$ cat src/source/kicker_consts.svh
// kicker video constants
`default_nettype none

`ifndef KICKER_CONSTS_SVH
`define KICKER_CONSTS_SVH

// horizontal count, 384 dots per line
`define KICKER_HCNT_END   9'd383
// last visible dot of a line
`define KICKER_HB_START   9'd255
// vertical count, 264 lines per frame
`define KICKER_VCNT_END   9'd263
// vertical blank covers 236..263 and 0..18
`define KICKER_VB_START   9'd236
`define KICKER_VB_END     9'd19

// video RAM map, 8-bit words
`define KICKER_MAP_BASE   11'h000
`define KICKER_PAT_BASE   11'h400
`define KICKER_VRAM_WORDS 11'd1152

// lag of the delayed blanking copies, in pixel enables
`define KICKER_HB_DLY     2

`endif

`default_nettype wire
$ cat src/source/kicker_pkg.sv
// kicker video types
`default_nettype none

package kicker_pkg;

    // beam position
    typedef struct packed {
        logic [8:0] h;
        logic [8:0] v;
    } video_pos_t;

    // one video RAM request
    typedef struct packed {
        logic [10:0] addr;
        logic        we;
        logic [7:0]  wdata;
    } vram_req_t;

    // tile map word
    typedef struct packed {
        logic [3:0] color;
        logic [3:0] code;
    } tile_attr_t;

    typedef enum logic [1:0] {
        FETCH_IDLE,
        FETCH_MAP,
        FETCH_PAT
    } fetch_state_t;

    typedef enum logic {
        APB_IDLE,
        APB_WAIT
    } apb_state_t;

endpackage

`default_nettype wire

$ cat src/source/kicker_tilemap.sv
// tile layer
`timescale 1ns/10ps
`include "kicker_consts.svh"
`default_nettype none

module kicker_tilemap (
    input  logic                   clk,
    input  logic                   rst_n,
    input  logic                   pxl_cen,
    input  kicker_pkg::video_pos_t pos,
    output logic                   vid_req,
    output kicker_pkg::vram_req_t  vid_cmd,
    input  logic                   vid_gnt,
    input  logic [7:0]             rdata,
    output logic [3:0]             pixel
);

    import kicker_pkg::*;

    fetch_state_t state;
    tile_attr_t   attr_in;
    logic         gnt_q;
    logic [5:0]   tile_c;
    logic [8:0]   tile_v;
    logic [2:0]   row_y;
    logic [3:0]   tile_color;
    logic [7:0]   hold_row;
    logic [3:0]   hold_color;
    logic [7:0]   shift;
    logic [3:0]   color;
    logic         fetch_go;
    logic         load_go;

    // map word as returned by the RAM
    assign attr_in = rdata;

    // fetch starts on the first dot of a tile, load on its last
    assign fetch_go = pxl_cen && (pos.h[2:0] == 3'd0);
    assign load_go  = (pos.h[2:0] == 3'd7);

    // the column one tile ahead of the beam
    // past the last column it is the first tile of the next line
    always_comb begin
        tile_c = pos.h[8:3] + 6'd1;
        tile_v = pos.v;
        if (pos.h[8:3] == 6'((`KICKER_HCNT_END) >> 3)) begin
            tile_c = 6'd0;
            tile_v = (pos.v == `KICKER_VCNT_END) ? 9'd0 : pos.v + 9'd1;
        end
    end

    // fetch FSM, map word first and then the pattern row
    always_ff @(posedge clk) begin
        if (!rst_n) begin
            state   <= FETCH_IDLE;
            vid_req <= 1'b0;
            gnt_q   <= 1'b0;
        end else begin
            gnt_q <= vid_gnt;
            if (vid_gnt) begin
                vid_req <= 1'b0;
            end
            case (state)
                FETCH_IDLE: begin
                    if (fetch_go) begin
                        vid_req <= 1'b1;
                        state   <= FETCH_MAP;
                    end
                end
                FETCH_MAP: begin
                    if (gnt_q) begin
                        vid_req <= 1'b1;
                        state   <= FETCH_PAT;
                    end
                end
                FETCH_PAT: begin
                    if (gnt_q) begin
                        state <= FETCH_IDLE;
                    end
                end
                default: state <= FETCH_IDLE;
            endcase
        end
    end

    // request addresses and fetched data
    always_ff @(posedge clk) begin
        if (state == FETCH_IDLE && fetch_go) begin
            // 32 map words per tile row
            vid_cmd <= '{addr: `KICKER_MAP_BASE + {tile_v[8:3], tile_c[4:0]},
                         we: 1'b0, wdata: 8'h00};
            row_y   <= tile_v[2:0];
        end
        if (state == FETCH_MAP && gnt_q) begin
            // 8 rows per pattern
            vid_cmd    <= '{addr: `KICKER_PAT_BASE + {4'd0, attr_in.code, row_y},
                            we: 1'b0, wdata: 8'h00};
            tile_color <= attr_in.color;
        end
        if (state == FETCH_PAT && gnt_q) begin
            hold_row   <= rdata;
            hold_color <= tile_color;
        end
    end

    // pixel shifter, bit 7 is the dot under the beam
    always_ff @(posedge clk) begin
        if (!rst_n) begin
            shift <= 8'h00;
        end else if (pxl_cen) begin
            shift <= load_go ? hold_row : {shift[6:0], 1'b0};
        end
    end

    always_ff @(posedge clk) begin
        if (pxl_cen && load_go) begin
            color <= hold_color;
        end
    end

    assign pixel = shift[7] ? color : 4'd0;

endmodule

`default_nettype wire

$ cat config.mk
export PLATFORM = sky130hd
export DESIGN_NAME = kicker_tilemap
export DESIGN_NICKNAME = d
export VERILOG_FILES = /design/src/source/kicker_pkg.sv /design/src/source/kicker_tilemap.sv
export VERILOG_INCLUDE_DIRS = /design/src /design/src/source
export SDC_FILE = /design/constraint.sdc
export NUM_CORES = 1
export LEC_CHECK = 0
export ABC_AREA = 1
export BUFFER_PORTS_ARGS = -buffer_cell sky130_fd_sc_hd__buf_2
export CORE_MARGIN = 2
export CORE_UTILIZATION = 45
export CTS_CLUSTER_SIZE = 20
export DETAILED_ROUTE_END_ITERATION = 10
export PLACE_DENSITY_LB_ADDON = 0.1
export SLEW_MARGIN = 20
export SYNTH_ARGS = -nofsm -noshare
export SYNTH_HDL_FRONTEND = slang
export SYNTH_SLANG_ARGS = --single-unit
$ cat constraint.sdc
create_clock -name clk -period 2.4 [get_ports clk]
set_clock_uncertainty 0.2 [all_clocks]
set_input_delay 0.12 -clock clk [delete_from_list [all_inputs] [get_ports clk]]
set_output_delay 0.12 -clock clk [all_outputs]
set_load 0.01 [all_outputs]
Yosys cells after proc, flatten, opt, wreduce, memory -nomap -nowiden:

Index checks and enable logic that the tools add are counted.

* add/subtract/negate cells: 3
* eq/ne operators: 8
* multiplexer cells: 15
* reductions and logical operators: 9

Operators with widths (number)
* $mux W20: 2
* $mux W9: 2
* $add A11 B7 Y11 const A: 1
* $add A9 B1 Y9 const B: 1
* $eq A9 B9 Y1 const B: 1
* $mux W8: 1
* $eq A6 B6 Y1 const B: 1
* $mux W2: 3
* $ne A2 B2 Y1 const B: 3
* $pmux W2 S3: 1
* $add A5 B1 Y5 const B: 1
* $logic_and A1 B1 Y1: 5
* $mux W5: 1
* $mux W4: 1
* $eq A3 B3 Y1 const B: 1
* $logic_not A3 Y1: 1
* $mux W1: 3
* $reduce_and A3 Y1: 1
* $eq A2 B1 Y1 const B: 1
* $eq A2 B2 Y1 const B: 1
* $logic_not A2 Y1: 1
* $pmux W1 S2: 1
* $reduce_bool A2 Y1: 1

* register bits: 46
* input bits: 30
* output and inout bits: 25
* word-level logic and storage cells: 45

Depth between registers and ports, before layout:

Gate-level depths: netlist of the first run.

* depth after elaboration: 5
* depth in mapped cells: 8

Least setup slack after synthesis of the first run:

No wires, ideal clock.

* path type: register -> register
* from: reg state[1]
* to: reg hold_color[0], enable pin
* library setup time: 0.396 ns
* data arrival time: 1.274 ns
* required time: 1.804 ns
* setup slack: 0.529 ns
* cell stages (with the launch flop): 3
* cell sequence: dfxtp_1 > inv_1 > nor3_1

* cells in the longest elaborated chain, start to end: 2

RTL lines
* start: declaration: RTL line kicker_tilemap.sv:20 `fetch_state_t state;`
* start signal: assignment: RTL line kicker_tilemap.sv:55 `state <= FETCH_IDLE;`
* start signal: assignment: RTL line kicker_tilemap.sv:67 `state <= FETCH_MAP;`
* start signal: assignment: RTL line kicker_tilemap.sv:73 `state <= FETCH_PAT;`
* $eq A2 B2 Y1: RTL line kicker_tilemap.sv:100 `if (state == FETCH_PAT && gnt_q) begin`
* $logic_and A1 B1 Y1: RTL line kicker_tilemap.sv:100
* end signal: assignment: RTL line kicker_tilemap.sv:102 `hold_color <= tile_color;`
* end: declaration: RTL line kicker_tilemap.sv:28 `logic [3:0] hold_color;`

No other way between the ends.
A chain may end at the register's enable or synchronous reset.

Worst setup path after layout of the first run:

* from: in pos[12] in the netlist's numbering
* to: reg row_y[1] (data pin)

* cells in the longest elaborated chain, start to end: 2

RTL lines
* start: declaration: RTL line kicker_tilemap.sv:10 `input kicker_pkg::video_pos_t pos,`
* $eq A6 B6 Y1: RTL line kicker_tilemap.sv:46 `` if (pos.h[8:3] == 6'((`KICKER_HCNT_END) >> 3)) begin ``
* $mux W9: RTL line kicker_tilemap.sv:46
* net tile_v[1]: RTL line kicker_tilemap.sv:24 `logic [8:0] tile_v;`
* end signal: assignment: RTL line kicker_tilemap.sv:92 `row_y <= tile_v[2:0];`
* end: declaration: RTL line kicker_tilemap.sv:25 `logic [2:0] row_y;`

The timed path passes the listed nets, and every way through them passes these cells.

==> summary.txt, run 1 <==
Clock tree
  – Maximum clock insertion buffer count: 2
  – Clock root cell: clkbuf_8
  – H-tree depth: 2
  – CTS tree: yes
  – Sink Count: 46
  – Worst skew pair latency: 0.29 ns
  – Hold buffer count at CTS: 14
  – Clock-pin slew on the worst setup and hold paths: 0.08 ns
  – Clock buffer count from CTS: 5
  – Number of gates resized after cts: 0
  – Post-CTS Setup Bufs: 0

Synth
  – Cell variety after synth: 24
  – YS warnings: 0
  – Proportion of synthesized chip area in sequential cells: between 50 and 60%
  – Mapped Avg Cell Area: approximately 9.5 um^2
  – Register bit total from synthesis: 46
  – Mapped Cells: 224
  – Post-synthesis instance area: ~0.0021 mm^2

Timing
  – Slew Limit Fails: 0
  – Final period util: about 83%
  – RSZ-0062 raised after global routing: false
  – Post-layout min period: 1.983 ns
  – Final hold vios: 0
  – Endpoints failing setup: 0
  – FMAX: 504.2 MHz
  – Setup tns final: 0 ns

Critical path
  – Worst-path fanout max: 17
  – Slowest cell on crit path: dlygate4sd3_1
  – Worst-path cell chain: dlygate4sd3_1 > buf_2 > ha_1 > nand3_2 > nor2_4 > mux2_2
  – Critical path's largest stage delay: 0.52 ns
  – Setup CP Type: in2reg
  – Worst path top cell family by delay: buffers and inverters
  – Required @ worst endpoint: 2.25 ns
  – Critical Path Start Type: primary input
  – Worst path arrival time: 1.83 ns
  – CP bufs+invs: 2
  – Crit. End Element: register

Placed design
  – RD Place Congestion: 0.7670
  – PortBufs: 45
  – DP HPWL: 2.923 mm
  – DP Area: 0.002366 mm^2

Die
  – Total I/O pin count: 55
  – Die area: 0.005293 mm^2
  – Core area: 0.004629 mm^2
  – Die width: 72.75 um
  – Die Ht: 72.75 um
  – Initial core utilization: a little under half
  – Row cnt: 25

Finish
  – ANT cells: 0
  – Layout fillers: 433
  – Most frequent cells in the layout: 60 x nand2_1, 45 x buf_2, 34 x edfxtp_1
  – Final #Nets: ~320
  – Fraction of layout instances using a drive strength above 1: 20.56%
  – Area of the multi-input gates: 680.7 um^2
  – Post-layout instance area: 0.002592 mm^2
  – Sequential cell area: approximately 0.0013 mm^2
  – Commonest non-fill, non-tap cell in the layout: nand2_1
  – Area grow syn2layout: 21.88%

Run status
  – Status: completed

Global routing
  – Gr usage total: around 17%
  – Vias in the first global route: 1559
  – Initial antenna violation count: 0
  – Largest net degree at the start of global routing: 18
  – Grt ovf: 0
  – First-pass GRT wire length: 6.706 mm

Detailed routing
  – DR WL/cell: between 10 and 15 um
  – Vias: 1610
  – Vias per std cell: 4.721
  – 1st-iter DRT viols: 58
  – Post-route ant nets: 0
  – Routed WL: ~3.9 mm
  – DRC: 0
  – First-pass iteration count of the detailed router: 4

Flow run
  – # Max-Cap Violations: 0

Worst hold path
  – Min-Delay Path Class: in2reg

Pwr
  – Pwr dens: approximately 570 mW/mm^2
  – Max VDD drop: 290.7 uV
  – P_leak: ~1.2 nW
-- sequential cells by signal (all words and copies together), names as in the netlist --
name,count
color,4
gnt_q,1
hold_color,4
hold_row,8
row_y,3
shift,8
state,2
tile_color,4
vid_cmd,11
vid_req,1
-- worst reg2reg max path, delay by kind of cell (launching register included) --
family / cells / cell delay (ns)
buffers and inverters: 1 / 0.39
AOI/OAI and AO/OA: 1 / 0.20
DFF: 1 / 0.39
and+or+nand+nor: 2 / 0.35
-- metrics by stage --
step	util, %	hold WS (ns)	setup WS (ns)	std cells	power (mW)
after floorplan	-	0.01345	0.5292	232	0.9840
after global placement	51.11	0.1196	0.6390	319	1.030
after detailed placement	51.11	0.1175	0.6334	319	1.030
after CTS	56.00	0.01479	0.4302	341	1.502
after global routing	56.00	0.03926	0.3279	341	1.557
final	56.00	0.01198	0.4168	341	1.483
-- cell usage after synthesis, drive strengths merged --
cell type  count  share of area [%]
nand2         61                 11
edfxtp        34                 48
inv           31                5.5
nand3         25                6.4
nor2          15                3.0
buf           12                4.3
dfxtp         12                 11
o211ai         7                2.5
o21ai          6                1.4
a21oi          5                1.2
nand4          4                1.2
xnor2          3                1.2
clkbuf         2               0.35
ha             2                1.2
a22o           1               0.41
conb           1               0.18
mux2           1               0.53
nor3           1               0.24
o31ai          1               0.35
-- cells by family (layout without fill, tap and decap cells) --
logic type | count (synthesis) | after routing | share of synthesized area, %
muxes | 1 | 1 | 0.5294
and+or+nand+nor | 106 | 106 | 21.65
adders and majority gates | 2 | 2 | 1.176
xor gates and xnor gates | 3 | 3 | 1.236
other | 1 | 9 | 0.1763
AOI/OAI and AO/OA | 20 | 20 | 5.824
DFF | 46 | 46 | 59.29
buffers and inverters | 45 | 100 | 10.12
-- metal layers --
layer  part of all wire [%]  vias up  global-route usage (%)  wire length (um)
li1                       -      846                       -                 -
met1                     43      715                   19.91              1685
met2                     51       42                   29.09              2003
met3                    4.6        7                   5.249               180
met4                    1.3        0                   4.115                51
met5                      0        -                       0                 0
-- final cells by class --
cell class / count / share of cell area [%]
clock inverters: 2 / 0.5309
flip-flops and latches: 46 / 48.65
inverters: 31 / 4.488
well taps: 54 / 2.606
multi-input cells: 141 / 26.25
clock buffers: 6 / 2.799
repair buffers: 61 / 14.67
-- power by group --
part	switching, mW	internal (mW)	total [mW]
Clock	0.250	0.206	0.455
Sequential	0.00768	0.870	0.877
Combinational	0.0837	0.0664	0.150
-- final timing paths --
path                 start             to  slack (ns)  cells past startpoint
min reg2reg  tile_color[0]  hold_color[0]        0.22                      0
min                pos[10]       state[0]        0.01                      4
max                pos[12]       row_y[1]        0.42                      6
max reg2reg       state[0]    vid_cmd[10]        0.63                      4
Note: power is estimated with default switching activity, not from simulation.
==> run 2, diff against run 1 <==
--- a/config.mk
+++ b/config.mk
@@ -6,7 +6,7 @@
 export SDC_FILE = /design/constraint.sdc
 export NUM_CORES = 1
 export LEC_CHECK = 0
-export ABC_AREA = 1
+export ABC_AREA = 0
 export BUFFER_PORTS_ARGS = -buffer_cell sky130_fd_sc_hd__buf_2
 export CORE_MARGIN = 2
 export CORE_UTILIZATION = 45
==> constraint.sdc (replaced) <==
create_clock -name clk -period 1.7 [get_ports clk]
set_clock_uncertainty 0.2 [all_clocks]
set_input_delay 0.085 -clock clk [delete_from_list [all_inputs] [get_ports clk]]
set_output_delay 0.085 -clock clk [all_outputs]
set_load 0.01 [all_outputs]
==> summary.txt, run 2 <==
Finish
  – Area grow syn2layout: 30.84%
  – Final #Nets: 280 (-12%)
  – Max reg flops: 11 (unchanged)
  – Largest regs: vid_cmd x11, hold_row x8, shift x8
  – Fraction of layout instances using a drive strength above 1: 29.32% (+8.8 points)
  – Layout fillers: 392 (-9.5%)
  – Commonest non-fill, non-tap cell in the layout: buf_2
  – Fin util: 61.27% (+5.3 points)
  – Register name with the most flops: vid_cmd
  – ANT cells: 0 (unchanged)
  – Post-Layout Cell Count: 301 (-12%)
  – Most frequent cells in the layout: 45 x buf_2, 34 x edfxtp_1, 26 x nand2_1

Critical path
  – Worst path top cell family by delay: simple AND/OR/NAND/NOR gates
  – Required @ worst endpoint: 1.50 ns (-0.75 ns)
  – Worst path arrival time: 1.46 ns (-0.37 ns)
  – Worst-path fanout max: 6 (-11)
  – Crit. End Element: register
  – Slowest cell on crit path: or4_4
  – Critical path's largest stage delay: 0.43 ns (-0.09 ns)
  – CP bufs+invs: 0 (-2)
  – Critical Path Start Type: register
  – Setup CP Type: reg2reg
  – Worst-path cell chain: or4_4 > nor3_4 > or2_4

Clock tree
  – Clock-pin slew on the worst setup and hold paths: 0.08 ns (about the same)
  – H-tree depth: 2 (unchanged)
  – Clock buffer count from CTS: 5 (unchanged)
  – Maximum clock insertion buffer count: 2 (unchanged)
  – Sink Count: 46 (unchanged)
  – CTS tree: yes
  – Clock root cell: clkbuf_8
  – Worst skew pair latency: 0.29 ns (about the same)

Synth
  – Yosys top cell by area: edfxtp_1
  – Mapped Cells: 169 (-25%)
  – Register bit total from synthesis: 46 (unchanged)
  – Proportion of synthesized chip area in sequential cells: 61.43% (+2.1 points)
  – Synth cell count leaders: 34 x edfxtp_1, 26 x nand2_1, 12 x dfxtp_1
  – Number of synthesized flops with an enable pin: 34 (unchanged)
  – Mapped Avg Cell Area: 12.15 um^2 (+28%)
  – Most numerous cell in the Yosys netlist: edfxtp_1
  – Yosys top cell area share: 49.73% (+1.7 points)
  – Largest cells by area after synthesis: edfxtp_1 50%, dfxtp_1 12%, nand2_1 4.8%
  – YS warnings: 0 (unchanged)
  – Ys async rst share: 0% (unchanged)
  – Post-synthesis instance area: 0.002053 mm^2 (-3.5%)
  – Commonest register cell after synthesis: edfxtp_1
  – Cell variety after synth: 36 (+50%)

Die
  – Die width: 71.55 um (-1.7%)
  – Core area: 0.004384 mm^2 (-5.3%)
  – Die area: 0.005119 mm^2 (-3.3%)
  – Initial core utilization: 46.83% (+0.89 points)
  – Row cnt: 24 (-4.0%)
  – Die Ht: 71.55 um (-1.7%)
  – Total I/O pin count: 55 (unchanged)

Global routing
  – Grt ovf: 0 (unchanged)
  – Gr usage total: 17.34% (+0.70 points)
  – Largest net degree at the start of global routing: 18 (unchanged)
  – Initial antenna violation count: 0 (unchanged)
  – Vias in the first global route: 1534 (-1.6%)
  – First-pass GRT wire length: 6.810 mm (+1.6%)

Timing
  – Final hold vios: 0 (unchanged)
  – Final hold slack: 0.03130 ns (+0.01932 ns)
  – Final period util: 97.29%
  – Slew Limit Fails: 0 (unchanged)
  – Endpoints failing setup: 0 (unchanged)
  – RSZ-0062 raised after global routing: false
  – FMAX: approximately 600 MHz
  – Post-layout min period: roughly 1.7 ns

Placed design
  – RD Place Congestion: 0.7987 (+4.1%)
  – DP HPWL: 3.033 mm (+3.8%)
  – Placed instance count: 271 (-15%)
  – PortBufs: 45 (unchanged)

Pwr
  – Sw Ratio: 22.43% (-0.57 points)
  – P_sw: 471.0 uW (+38%)
  – Power share of the clock group: 30.1% (-0.6 points)
  – Pwr dens: 781.7 mW/mm^2 (+37%)
  – P_leak: 1.139 nW (-4.1%)
  – Max VDD drop: 371.7 uV (+28%)
  – Int Pwr: 1.629 mW (+43%)
  – Combinational share of power: 10.9% (+0.8 points)
  – Part of the power in registers: 59.0% (-0.2 points)

Detailed routing
  – Routed WL: 4.215 mm (+7.5%)
  – DR WL/cell: 14.00 um (+22%)
  – Post-route ant nets: 0 (unchanged)
  – Vias: 1541 (-4.3%)
  – 1st-iter DRT viols: 52 (-10%)
  – DRC: 0 (unchanged)
  – Vias per std cell: 5.120 (+8.4%)
  – First-pass iteration count of the detailed router: 4 (unchanged)

Flow run
  – # Max-Cap Violations: 0 (unchanged)

Worst hold path
  – Min-Delay Path Class: in2reg

Run status
  – Status: completed
## run 2: path summary, 6_finish.rpt
path | from | endpoint | slack (ns) | cells past startpoint
worst min register to register | tile_color[1] | hold_color[1] | 0.22 | 0
worst min-delay path | pos[1] | row_y[1] | 0.03 | 4
worst max register to register | state[1] | vid_cmd[13] | 0.05 | 3
worst max-delay path | state[1] | vid_cmd[13] | 0.05 | 3
## run 2: routing by layer
metal  part of all wire [%]  track usage [%]
met1                     38            18.23
met2                     56            32.92
met3                    4.2            4.360
met4                    1.5            6.499
met5                      0                0
## run 2: stage by stage
step	setup WS [ns]	setup TNS, ns	total power, mW	area (um^2)
global placement	0.03225	0	1.446	2381
CTS	0.001952	0	2.116	2664
detailed placement	0.003911	0	1.454	2381
global route	0.001679	0	2.186	2686
finish	0.04612	0	2.100	2686
floorplan	-0.01427	-0.1570	1.378	2087
## run 2: cell families after synthesis
family | Yosys count | share of synthesized area (%)
muxes | 7 | 3.413
buffers and inverters | 15 | 4.448
other | 1 | 0.1826
adders and majority gates | 2 | 1.219
DFF | 46 | 61.43
and+or+nand+nor | 67 | 17.73
xor gates and xnor gates | 9 | 3.839
AOI/OAI and AO/OA | 22 | 7.739
## run 2: cell type report
cell class / count / area, um^2 / share of cell area (%)
repair buffers: 76 / 520.5 / 19.38
clock inverters: 2 / 10.01 / 0.3726
flip-flops and latches: 46 / 1262 / 47.00
multi-input cells: 117 / 748.2 / 27.85
clock buffers: 6 / 72.57 / 2.701
inverters: 2 / 7.507 / 0.2795
well taps: 52 / 65.06 / 2.422
## run 2: power groups by stage
stage	registers, mW	clock network, mW	logic [mW]
3_3_place_gp	1.26	0	0.182
5_1_grt	1.24	0.692	0.252
4_1_cts	1.24	0.651	0.225
3_5_place_dp	1.27	0	0.188
2_1_floorplan	1.27	0	0.112
6_report	1.24	0.632	0.229
## run 2: repair_timing
| item | in CTS | in global routing |
|---|---|---|
| gates resized for setup | 0 | 2 |
| hold endpoints to repair | 36 | 0 |
| endpoints found under the setup margin | 0 | 15 |
| hold buffers | 20 | 0 |
| buffers inserted | 0 | 1 |
## run 2: worst register-to-register path, stage by stage (launching register included)
cell and delay, ns:
dfxtp_2 0.32, or4_4 0.43, nor3_4 0.21, or2_4 0.21
