### src/source/kicker_consts.svh
// kicker video constants
`default_nettype none

`ifndef KICKER_CONSTS_SVH
`define KICKER_CONSTS_SVH

// horizontal count, 384 dots per line
`define KICKER_HCNT_END   9'd383
// last visible dot of a line
`define KICKER_HB_START   9'd255
// vertical count, 264 lines per frame
`define KICKER_VCNT_END   9'd263
// vertical blank covers 236..263 and 0..18
`define KICKER_VB_START   9'd236
`define KICKER_VB_END     9'd19

// video RAM map, 8-bit words
`define KICKER_MAP_BASE   11'h000
`define KICKER_PAT_BASE   11'h400
`define KICKER_VRAM_WORDS 11'd1152

// lag of the delayed blanking copies, in pixel enables
`define KICKER_HB_DLY     2

`endif

`default_nettype wire
### src/source/kicker_pkg.sv
// kicker video types
`default_nettype none

package kicker_pkg;

    // beam position
    typedef struct packed {
        logic [8:0] h;
        logic [8:0] v;
    } video_pos_t;

    // one video RAM request
    typedef struct packed {
        logic [10:0] addr;
        logic        we;
        logic [7:0]  wdata;
    } vram_req_t;

    // tile map word
    typedef struct packed {
        logic [3:0] color;
        logic [3:0] code;
    } tile_attr_t;

    typedef enum logic [1:0] {
        FETCH_IDLE,
        FETCH_MAP,
        FETCH_PAT
    } fetch_state_t;

    typedef enum logic {
        APB_IDLE,
        APB_WAIT
    } apb_state_t;

endpackage

`default_nettype wire

### src/source/kicker_apb_vram.sv
// APB video RAM port
`timescale 1ns/10ps
`include "kicker_consts.svh"
`default_nettype none

module kicker_apb_vram (
    input  logic                  clk,
    input  logic                  rst_n,
    input  logic                  psel,
    input  logic                  penable,
    input  logic                  pwrite,
    input  logic [10:0]           paddr,
    input  logic [7:0]            pwdata,
    output logic [7:0]            prdata,
    output logic                  pready,
    output logic                  pslverr,
    output logic                  cpu_req,
    output kicker_pkg::vram_req_t cpu_cmd,
    input  logic                  cpu_gnt,
    input  logic [7:0]            rdata
);

    import kicker_pkg::*;

    apb_state_t state;
    // grant seen, RAM data arrives this cycle
    logic       gnt_seen;
    logic       setup;
    logic       bad_addr;

    assign setup    = psel && !penable;
    assign bad_addr = (paddr >= `KICKER_VRAM_WORDS);

    // address and data are stable through the access phase
    assign cpu_cmd = '{addr: paddr, we: pwrite, wdata: pwdata};

    always_ff @(posedge clk) begin
        if (!rst_n) begin
            state    <= APB_IDLE;
            cpu_req  <= 1'b0;
            gnt_seen <= 1'b0;
            pready   <= 1'b0;
            pslverr  <= 1'b0;
        end else begin
            // completion strobes are single-cycle
            pready  <= 1'b0;
            pslverr <= 1'b0;
            case (state)
                APB_IDLE: begin
                    if (setup && bad_addr) begin
                        // out of range, finish in the first access cycle
                        pready  <= 1'b1;
                        pslverr <= 1'b1;
                    end else if (setup) begin
                        cpu_req <= 1'b1;
                        state   <= APB_WAIT;
                    end
                end
                APB_WAIT: begin
                    if (cpu_gnt) begin
                        cpu_req  <= 1'b0;
                        gnt_seen <= 1'b1;
                    end
                    if (gnt_seen) begin
                        gnt_seen <= 1'b0;
                        pready   <= 1'b1;
                        state    <= APB_IDLE;
                    end
                end
                default: state <= APB_IDLE;
            endcase
        end
    end

    // read data is captured together with pready
    always_ff @(posedge clk) begin
        if (state == APB_WAIT && gnt_seen && !pwrite) begin
            prdata <= rdata;
        end
    end

endmodule

`default_nettype wire

### config.mk
export PLATFORM = sky130hd
export DESIGN_NAME = kicker_apb_vram
export DESIGN_NICKNAME = d
export VERILOG_FILES = /design/src/source/kicker_pkg.sv /design/src/source/kicker_apb_vram.sv
export VERILOG_INCLUDE_DIRS = /design/src /design/src/source
export SDC_FILE = /design/constraint.sdc
export NUM_CORES = 1
export LEC_CHECK = 0
export BUFFER_PORTS_ARGS = -buffer_cell sky130_fd_sc_hd__buf_2
export CAP_MARGIN = 30
export CELL_PAD_IN_SITES_DETAIL_PLACEMENT = 0
export CELL_PAD_IN_SITES_GLOBAL_PLACEMENT = 1
export CORE_MARGIN = 2
export CORE_UTILIZATION = 22
export CTS_CLUSTER_SIZE = 40
export DETAILED_ROUTE_END_ITERATION = 12
export GPL_TIMING_DRIVEN = 1
export PLACE_DENSITY = 0.76
export RECOVER_POWER = 100
export SLEW_MARGIN = 25
export SYNTH_ARGS = -nofsm -noshare
export SYNTH_HDL_FRONTEND = slang
export SYNTH_SLANG_ARGS = --single-unit
### constraint.sdc
create_clock -name clk -period 1.31 [get_ports clk]
set_input_delay 0 -clock clk [delete_from_list [all_inputs] [get_ports clk]]
set_output_delay 0 -clock clk [all_outputs]
set_load 0.01 [all_outputs]
; ---- After elaboration in Yosys (flattened, before gate mapping)
; Index checks and enable logic that the tools add are counted.
; Widths: inputs -> output; s select.
[op_classes]
magnitude_cmp = 1
n_eq_ne = 3
mux = 13
n_bitwise = 2
reduce_logical = 8
[ops]
columns = op, count
row1 = $ge 11x11->1 const B, 1
row2 = $mux 1, 10
row3 = $ne 2x2->1 const B, 3
row4 = $pmux 1 s2, 3
row5 = $logic_and 1x1->1, 4
row6 = $reduce_and 3->1, 1
row7 = $logic_not 1->1, 2
row8 = $not 1->1, 2
row9 = $reduce_or 2->1, 1
[totals]
ff_bits = 13

; ---- Depth between registers and ports, before layout
; Gate-level depths: netlist of run 1.
[logic_depth]
word_depth = 5
mapped_depth = 3
depth_no_buf = 3

; ---- Worst setup path before layout of run 1
; OpenSTA, ideal clock, no wires.
[synth_timing]
kind = register to register
startpoint = reg state
endpoint = reg prdata[0], enable pin
arrival_time_ns = 0.819
slack_ns = 0.120
stages_incl_launch_ff = 3
n_path_buf = 0
synth_period_minus_slack_ns = 1.190
path_cell_list = dfxtp_1 -> nand2_1 -> nor2_1
[synth_via]
elab_chain_len = 2
[synth_lines]
columns = item, line
row1 = "start, declared", kicker_apb_vram.sv:25  ; apb_state_t state;
row2 = "start signal, assigned", kicker_apb_vram.sv:39  ; state <= APB_IDLE;
row3 = "start signal, assigned", kicker_apb_vram.sv:56  ; state <= APB_WAIT;
row4 = "start signal, assigned", kicker_apb_vram.sv:67  ; state <= APB_IDLE;
row5 = $logic_and 1x1->1 (2 in series), kicker_apb_vram.sv:77  ; if (state == APB_WAIT && gnt_seen && !pwrite) begin
row6 = "end signal, assigned", kicker_apb_vram.sv:78  ; prdata <= rdata;
row7 = "end, declared", kicker_apb_vram.sv:14  ; output logic [7:0] prdata,
; No other way between the ends.
; A chain may end at the register's enable or synchronous reset.

; ---- Worst setup path in the final report of run 1
[layout_timing]
startpoint = reg state
endpoint = reg prdata[4], enable pin
; Same word-level chain as after synthesis.

==> summary.md, run 1 <==
| Metric | Value |
|---|---|
| Pre-antenna DRT Iters | `2` |
| WP data required | `1270 ps` |
| Adder-cell share of the synthesized area | `0` |
| CP Launch Type | `flip-flop` |
| Num CTS Buffers | `3` |
| Final Util | `0.290` |
| Placed Cells | `92` |
| Clock transition at path regs | `70 ps` |
| CTS max path bufs | `2` |
| Synthesis-to-layout area growth | `23.7%` |
| H-tree levels | `1` |
| Worst-Margin Slew | `291 ps` |
| Post-synth top area share | `0.410` |
| Routed wire length | `1.05 mm` |
| Post-synthesis sequential area ratio | `0.581` |
| Syn avg cell area | `12.2 sq um` |
| CORE AREA | `0.00250 sq mm` |
| Area of the multi-input gates | `90.1 sq um` |
| Status | `completed` |
| Post-route setup TNS | `0 ps` |
| Overall Global Routing Usage | `0.0688` |
| Wirelength per Cell | `10.1 um` |
| Post-route ant nets | `0` |
| Gates resized, CTS repair | `0` |
| Slew headroom | `0.806` |
| Total vias in the final route | `378` |
| Synth Instances | `48` |
| Cell leakage power | `0.288 nW` |
| CP max stage cell | `dfxtp_1` |
| Total power | `0.753 mW` |
| RSZ-0062 raised after global routing | `false` |
| Worst Hold Class | `input pin to output port` |
| Die ar. | `0.00309 sq mm` |
| Top-count cell post-synth | `buf_4` |
| Final Hold Vio Count | `0` |
| Fin crit period | `1080 ps` |
| Port Buffers | `33` |
| CP max stage delay | `390 ps` |
| Area fraction in compound gates after synthesis | `0.0278` |
| Final setup viols | `0` |
| Post-Route Skew | `2.24 ps` |
| Arr. time, crit path | `1040 ps` |
| Antenna cells | `0` |
| Multiplexer share of the synthesized area | `0.0171` |
| Total gr overflow | `0` |
| Switching Fraction | `0.197` |
| Yosys reg bits | `13` |
| Simple-Gate Fraction of Synth Area | `0.118` |
| CP top delay family | `flip-flops` |
| Root buf cell | `clkbuf_4` |
| I/O pins | `64` |
| Fmax achieved | `928 MHz` |
| Hpwl dp | `837 um` |
| Dominant cells by area after synthesis | `edfxtp_1 41%, buf_4 26%, dfxtp_1 17%` |
| Synth Area in XOR/XNOR | `0` |
| Max FO, Critical Path | `8` |
| Fin crit share | `0.823` |
| Chip width | `55.6 um` |
| # DRC | `0` |
| Int Power | `0.605 mW` |
| Cell variety after synth | `13` |
| Initial core utilization | `0.234` |
| Comb pwr share | `0.102` |
| CP cell instances | `nand2_1 -> nor2_1 -> clkbuf_2` |
| Worst-Skew Late Latency | `260 ps` |
| Die Y | `55.6 um` |
| First-pass GRT wire length | `1.62 mm` |
| Post-route insts no fill | `104` |
| Final Instance Area | `724 sq um` |
| PwrDens | `1040 mW/mm^2` |
| Switch Pwr | `0.148 mW` |
| Starting DRT DRC Count | `2` |
| Post-CTS setup buffer count | `0` |
| YS warnings | `0` |
| Register area | `340 sq um` |
| Post-synth ARST share | `0` |
| Top cells by count, synth | `20 x buf_4, 8 x edfxtp_1, 5 x dfxtp_1, 5 x nand2_1, 2 x nand3b_1` |
| Final net count | `108` |
| Antenna violations before repair | `0` |
| CP bufs+invs | `1` |
| Max-cap viol count | `0` |
| Hold Worst Slack | `0.00445 ps` |
| Fraction of layout cells with a size suffix above 1 | `0.297` |
| Main synth FF type | `edfxtp_1` |
| Main combinational cell family by area after synthesis | `buffers and inverters` |
| Fillers | `271` |
| Syn_nets | `81` |
| PnR worst setup slack | `232 ps` |
| Vias in the first global route | `388` |
| Largest area contributor in the netlist | `edfxtp_1` |
| Count of flip-flops with a built-in enable after synthesis | `8` |
| Number of hold buffers added after CTS | `8` |
| Via/cell ratio | `3.63` |
| CP Capture Type | `flip-flop` |
| RD Place Congestion | `0.680` |
| Cell Area, Synth | `586 sq um` |
| Final Max Tran Viols | `0` |
| Dpl cell area | `646 sq um` |
| FP Rows | `18` |
| Setup Crit Path Kind | `flip-flop to flip-flop` |
| Pre-CTS setup slack | `283 ps` |
| CTS tree | `done` |
| CTS Sinks | `13` |
| Sequential power share | `0.593` |
| Maximum number of pins on one net before global-route repair | `9` |
| Clock power share | `0.305` |
| Max IR drop VDD | `0.000469 V` |
[worst register-to-register path, delay by kind of cell, from the launching register on]
kind	cells	cell delay, ps
AND/OR/NAND/NOR	2	170
flip-flops	1	390
buffers and inverters	1	220
[state kept, by name, indices dropped and copies added, names as in the netlist]
register	flops
pslverr	1
cpu_req	1
prdata	8
state	1
gnt_seen	1
pready	1
[path summary, 6_finish.rpt]
check	cells after the start	startpoint	endpoint	slack, ps
setup / recovery	3	state	prdata[4]	230
hold / removal	0	paddr[1]	cpu_cmd[10]	0.004
setup reg to reg	3	state	prdata[4]	230
hold reg to reg	2	cpu_req	cpu_req	470
[cells by family (layout without fill, tap and decap cells)]
group,count (synthesis),count (layout)
buffers and inverters,20,46
flip-flops,13,13
AND/OR/NAND/NOR,12,12
AO/OA/AOI/OAI,2,2
multiplexers,1,1
[placed cells by master (no fill, tap or decap), types with 2 or more instances in the layout]
cell,count
clkbuf_4,3
dlygate4sd3_1,8
buf_2,17
clkbuf_1,17
edfxtp_1,8
nand2_1,5
nand3b_1,2
dfxtp_1,5
[layout make-up]
type	instances	share of cell area
multi-input cells	15	0.124
clock buffers	4	0.0363
flip-flops and latches	13	0.470
repair buffers	42	0.318
well taps	30	0.0518
[per-layer routing]
layer / vias to the layer above / global-route usage / wire length, um
met4: 0 / 0.0488 / 0
met5: - / 0 / 0
met3: 0 / 0.0372 / 147
met2: 30 / 0.0935 / 395
met1: 155 / 0.0814 / 507
li1: 193 / - / -
[power by group through the flow]
stage / logic [mW] / registers [mW] / clock network, mW
global route: 0.0855 / 0.447 / 0.265
finish: 0.0771 / 0.446 / 0.230
floorplan: 0.0770 / 0.457 / 0
CTS: 0.0823 / 0.446 / 0.247
global placement: 0.0631 / 0.455 / 0
detailed placement: 0.0637 / 0.456 / 0
Note: power is estimated with default switching activity, not from simulation.
==> run 2, diff against run 1 <==
Settings changed: CORE_UTILIZATION 22 to 20, PLACE_DENSITY 0.76 to 0.73.
Clock period 1.31 ns to 0.9 ns, I/O delays scaled along.
==> run 2 against run 1 <==
Flip-flop and latch count did not move. Register-to-register slack worse by 270 ps. Sequential share of layout area fell by 1.9 points. Combinational power grew 63%. Worst setup slack worse by 270 ps. Cell area is 5.7% higher. The flow now finishes with violations (setup timing). Global-route usage up 0.26 points. Sequential power rose by 46%.
==> summary.md, run 2 (synthesis results as in run 1) <==
| Metric | Value |
|---|---|
| Status | `complete, but fails checks` |
| Failing checks | `setup timing` |
| Fraction of layout cells with a size suffix above 1 | `0.413` |
| Final Instance Area | `766 sq um` |
| Final Util | `0.278` |
| CORE AREA | `0.00276 sq mm` |
| First-pass GRT wire length | `1.75 mm` |
| Fin crit share | `1.04` |
| Die ar. | `0.00338 sq mm` |
| Switching Fraction | `0.212` |
| Die Y | `58.1 um` |
| Setup Crit Path Kind | `flip-flop to flip-flop` |
| Root buf cell | `clkbuf_4` |
| Post-route insts no fill | `106` |
| Wirelength per Cell | `10.8 um` |
| WP data required | `860 ps` |
| Worst Hold Class | `input pin to output port` |
| Pre-antenna DRT Iters | `2` |
| Worst-Skew Late Latency | `270 ps` |
| PwrDens | `1460 mW/mm^2` |
| Clock transition at path regs | `70 ps` |
| Hpwl dp | `906 um` |
| Largest reg by FF count | `prdata` |
| Placed Cells | `94` |
| Antenna cells | `0` |
| RSZ-0062 raised after global routing | `true` |
| Final Max Tran Viols | `0` |
| Fmax achieved | `1070 MHz` |
| H-tree levels | `1` |
| CP Capture Type | `flip-flop` |
| PnR worst setup slack | `-37.7 ps` |
| Initial core utilization | `0.212` |
| Post-route ant nets | `0` |
| Sequential power share | `0.581` |
| CTS Sinks | `13` |
| Via/cell ratio | `3.71` |
| CTS tree | `done` |
| FF-to-FF Start | `state` |
| Final setup viols | `8` |
| Routed wire length | `1.15 mm` |
| Vias in the first global route | `424` |
| Final Hold Vio Count | `0` |
| Post-CTS setup buffer count | `0` |
| Commonest non-fill, non-tap cell in the layout | `buf_2` |
| Synthesis-to-layout area growth | `30.8%` |
| Maximum number of pins on one net before global-route repair | `9` |
| Post-Route Skew | `4.58 ps` |
| RD Place Congestion | `0.662` |
| Cell leakage power | `0.319 nW` |
| Most frequent cells in the layout | `18 x buf_2, 15 x clkbuf_1, 8 x dlygate4sd3_1, 8 x edfxtp_1` |
| Clock power share | `0.306` |
| Max IR drop VDD | `0.000697 V` |
| Number of flip-flops in the largest register | `8` |
| Max-cap viol count | `0` |
| Arr. time, crit path | `890 ps` |
| Port Buffers | `33` |
| Starting DRT DRC Count | `5` |
| Min-Delay Endpoint | `cpu_cmd[10]` |
| Worst-Margin Slew | `232 ps` |
| Dpl cell area | `667 sq um` |
| Switch Pwr | `0.238 mW` |
| Worst hold path depth | `0` |
| Slew headroom | `0.845` |
| Fillers | `289` |
| Total vias in the final route | `393` |
| # DRC | `0` |
| CTS max path bufs | `2` |
| Num CTS Buffers | `3` |
| Max FO, Critical Path | `8` |
| Overall Global Routing Usage | `0.0714` |
| Pre-CTS setup slack | `-81.1 ps` |
| R2R setup slack | `-40 ps` |
| Antenna violations before repair | `0` |
| Comb pwr share | `0.113` |
| Chip width | `58.1 um` |
| Final net count | `109` |
| Total gr overflow | `0` |
| Hold path start | `paddr[1]` |
| Reg2Reg Depth | `2` |
| I/O pins | `64` |
| Fin crit period | `938 ps` |
| Int Power | `0.882 mW` |
| FP Rows | `19` |
| R2R Path End | `prdata[1]` |
| CP Launch Type | `flip-flop` |
run 2: cell types whose count changed in the layout (fill, tap and decap cells not counted), moves of 2 or more:
cell,previous run,this run
clkbuf_1,17,15
nand2_1,5,3
buf_4,0,2
dfxtp_1,5,3
run 2: per-layer routing:
metal,vias to the layer above,GRT usage,share of wire
met5,-,0,0
met4,0,0.0465,0.0035
met3,2,0.0424,0.18
met2,30,0.117,0.43
met1,165,0.0673,0.39
li1,196,-,-
run 2: power by group through the flow:
| stage | combinational, mW | clock, mW | sequential, mW |
|---|---|---|---|
| 2_1_floorplan | 0.113 | 0 | 0.668 |
| 3_3_place_gp | 0.103 | 0 | 0.663 |
| 3_5_place_dp | 0.103 | 0 | 0.663 |
| 4_1_cts | 0.131 | 0.375 | 0.650 |
| 5_1_grt | 0.141 | 0.400 | 0.652 |
| 6_report | 0.126 | 0.343 | 0.650 |
run 2: what timing repair did:
action,CTS,global route
pin swaps,1,1
endpoints found under the setup margin,8,10
resized for setup,0,3
hold buffers,8,0
hold endpoints to repair,8,0
run 2: cell type report:
type	count	area [sq um]	share of cell area
clock buffer	3	22.5	0.0294
clock inverter	1	5.00	0.00654
multi-input combinational	15	113	0.147
sequential	13	345	0.451
tap	31	38.8	0.0507
timing repair buffer	43	241	0.315
run 2: stage by stage:
step | TNS, ps | hold slack (ps) | power, mW
floorplan | -193 | 91.8 | 0.780
global placement | -261 | 0.0749 | 0.766
detailed placement | -648 | 0.0749 | 0.767
CTS | -526 | 0.0749 | 1.16
global route | -615 | 0.0150 | 1.19
finish | -277 | 0.00445 | 1.12
run 2: critical path, cell delays in order, from the launching register on:
cell and delay [ps]:
dfxtp_4 370, nand2_4 60, nor2_4 200
run 2: worst max-delay path by stage:
stage | depth (start not counted) | to | startpoint
2_1_floorplan | 2 | prdata[0] | state
3_3_place_gp | 2 | prdata[6] | state
3_5_place_dp | 2 | prdata[1] | state
4_1_cts | 2 | prdata[1] | state
5_1_grt | 2 | prdata[2] | gnt_seen
6_report | 2 | prdata[1] | state
==> run 3, diff against run 2 <==
Settings changed: SETUP_SLACK_MARGIN from default to 0.4.
==> run 3 against run 2 <==
The run ends with hold timing, setup timing left. Cell area down 5.2%. Via count down 1.5%. Worst setup slack worse by 14 ps. Critical path type unchanged. Critical endpoint is now prdata[2]. Highest routed layer unchanged.
==> summary.md, run 3 (synthesis results as in run 1) <==
| Metric | Value |
|---|---|
| Largest reg by FF count | `prdata` |
| CORE AREA | `0.00276 sq mm` |
| Status | `complete, but fails checks` |
| Max layer used | `met4` |
| WP data required | `860 ps` |
| Max IR drop VDD | `0.000695 V` |
| Fin crit period | `952 ps` |
| Register area | `343 sq um` |
| PwrDens | `1550 mW/mm^2` |
| Overall Global Routing Usage | `0.0673` |
| Fmax achieved | `1050 MHz` |
| DR WL met3 | `210 um` |
| Area of the multi-input gates | `114 sq um` |
| Final Hold Vio Count | `8` |
| H-tree levels | `1` |
| Total gr overflow | `0` |
| # DRC | `0` |
| Commonest non-fill, non-tap cell in the layout | `buf_2` |
| Routed wire length | `1.11 mm` |
| Final Max Tran Viols | `0` |
| Maximum number of pins on one net before global-route repair | `9` |
| Setup Crit Path Kind | `flip-flop to flip-flop` |
| First-pass GRT wire length | `1.64 mm` |
| Pre-antenna DRT Iters | `3` |
| Synthesis-to-layout area growth | `23.9%` |
| Num CTS Buffers | `3` |
| Hold Worst Slack | `-100 ps` |
| Antenna violations before repair | `0` |
| Wirelength per Cell | `11.1 um` |
| CTS Sinks | `13` |
| Fillers | `303` |
| CTS max path bufs | `2` |
| Root buf cell | `clkbuf_4` |
| Failing checks | `hold timing, setup timing` |
| Most frequent cells in the layout | `18 x buf_2, 12 x clkbuf_1, 8 x edfxtp_1` |
| Post-route setup TNS | `-454 ps` |
| Number of flip-flops in the largest register | `8` |
| RD Place Congestion | `0.669` |
| Initial core utilization | `0.212` |
| Post-Route Skew | `6.47 ps` |
| Chip width | `58.1 um` |
| FP Rows | `19` |
| Starting DRT DRC Count | `2` |
| Max-cap viol count | `0` |
| Max FO, Critical Path | `8` |
| Fraction of layout cells with a size suffix above 1 | `0.522` |
| Worst-Skew Late Latency | `270 ps` |
| Worst Hold Class | `input pin to flip-flop` |
| Total vias in the final route | `387` |
| CP Launch Type | `flip-flop` |
| Worst-Margin Slew | `231 ps` |
| Cell leakage power | `0.300 nW` |
| Vias in the first global route | `390` |
| Fin crit share | `1.06` |
| Final net count | `103` |
| M1 WL | `432 um` |
| Arr. time, crit path | `910 ps` |
| Die Y | `58.1 um` |
| Final setup viols | `13` |
| Via/cell ratio | `3.87` |
| I/O pins | `64` |
| Pre-CTS setup slack | `-72.8 ps` |
| CTS tree | `done` |
| Slew headroom | `0.846` |
| Die ar. | `0.00338 sq mm` |
| CP Capture Type | `flip-flop` |
| PnR worst setup slack | `-51.7 ps` |
| RSZ-0062 raised after global routing | `true` |
| Post-route ant nets | `0` |
| WL met2 | `442 um` |
| Port Buffers | `33` |
| Clock transition at path regs | `80 ps` |
| Antenna cells | `0` |
run 3: critical path, stage by stage, from the launching register on:
cell	delay [ps]
dfxtp_2	360
nand2_2	80
nor2_4	210
run 3: final timing paths:
check | startpoint | endpoint | slack (ps) | cells past startpoint
max | state | prdata[2] | -50 | 2
min | rdata[7] | prdata[7] | -100 | 1
max reg2reg | state | prdata[2] | -50 | 2
min reg2reg | cpu_req | cpu_req | 490 | 2
run 3: through the flow:
step                utilization  std cells  hold slack [ps]  area (sq um)  power (mW)
global route              0.263        100             -119           726        1.19
CTS                       0.267        100             -115           737        1.15
detailed placement        0.242         94           0.0686           667       0.767
global placement          0.242         94           0.0686           667       0.766
finish                    0.263        100             -100           726        1.12
floorplan                     -         48             91.8           598       0.780
run 3: cell type report:
| type | instances | area share |
|---|---|---|
| clock inverter | 1 | 0.00690 |
| sequential | 13 | 0.472 |
| tap | 31 | 0.0534 |
| timing repair buffer | 37 | 0.279 |
| clock buffer | 3 | 0.0310 |
| multi-input combinational | 15 | 0.157 |
run 3: report_power, final:
group	leakage, nW	internal [mW]	switching (mW)
Sequential	0.114	0.643	0.00795
Combinational	0.169	0.0716	0.0516
Clock	0.0177	0.164	0.184
Total	0.300	0.879	0.243
run 3: metal layers:
| metal | up-vias | GRT usage |
|---|---|---|
| li1 | 184 | - |
| met4 | 0 | 0.0598 |
| met5 | - | 0 |
| met1 | 165 | 0.0688 |
| met3 | 8 | 0.0424 |
| met2 | 30 | 0.0942 |
run 3: timing repair:
action                                  in CTS  in global routing
resized for setup                            8                  2
endpoints found under the setup margin      24                 24
setup buffers                                2                  0
pin swaps                                    4                  3
hold endpoints to repair                     9                  8
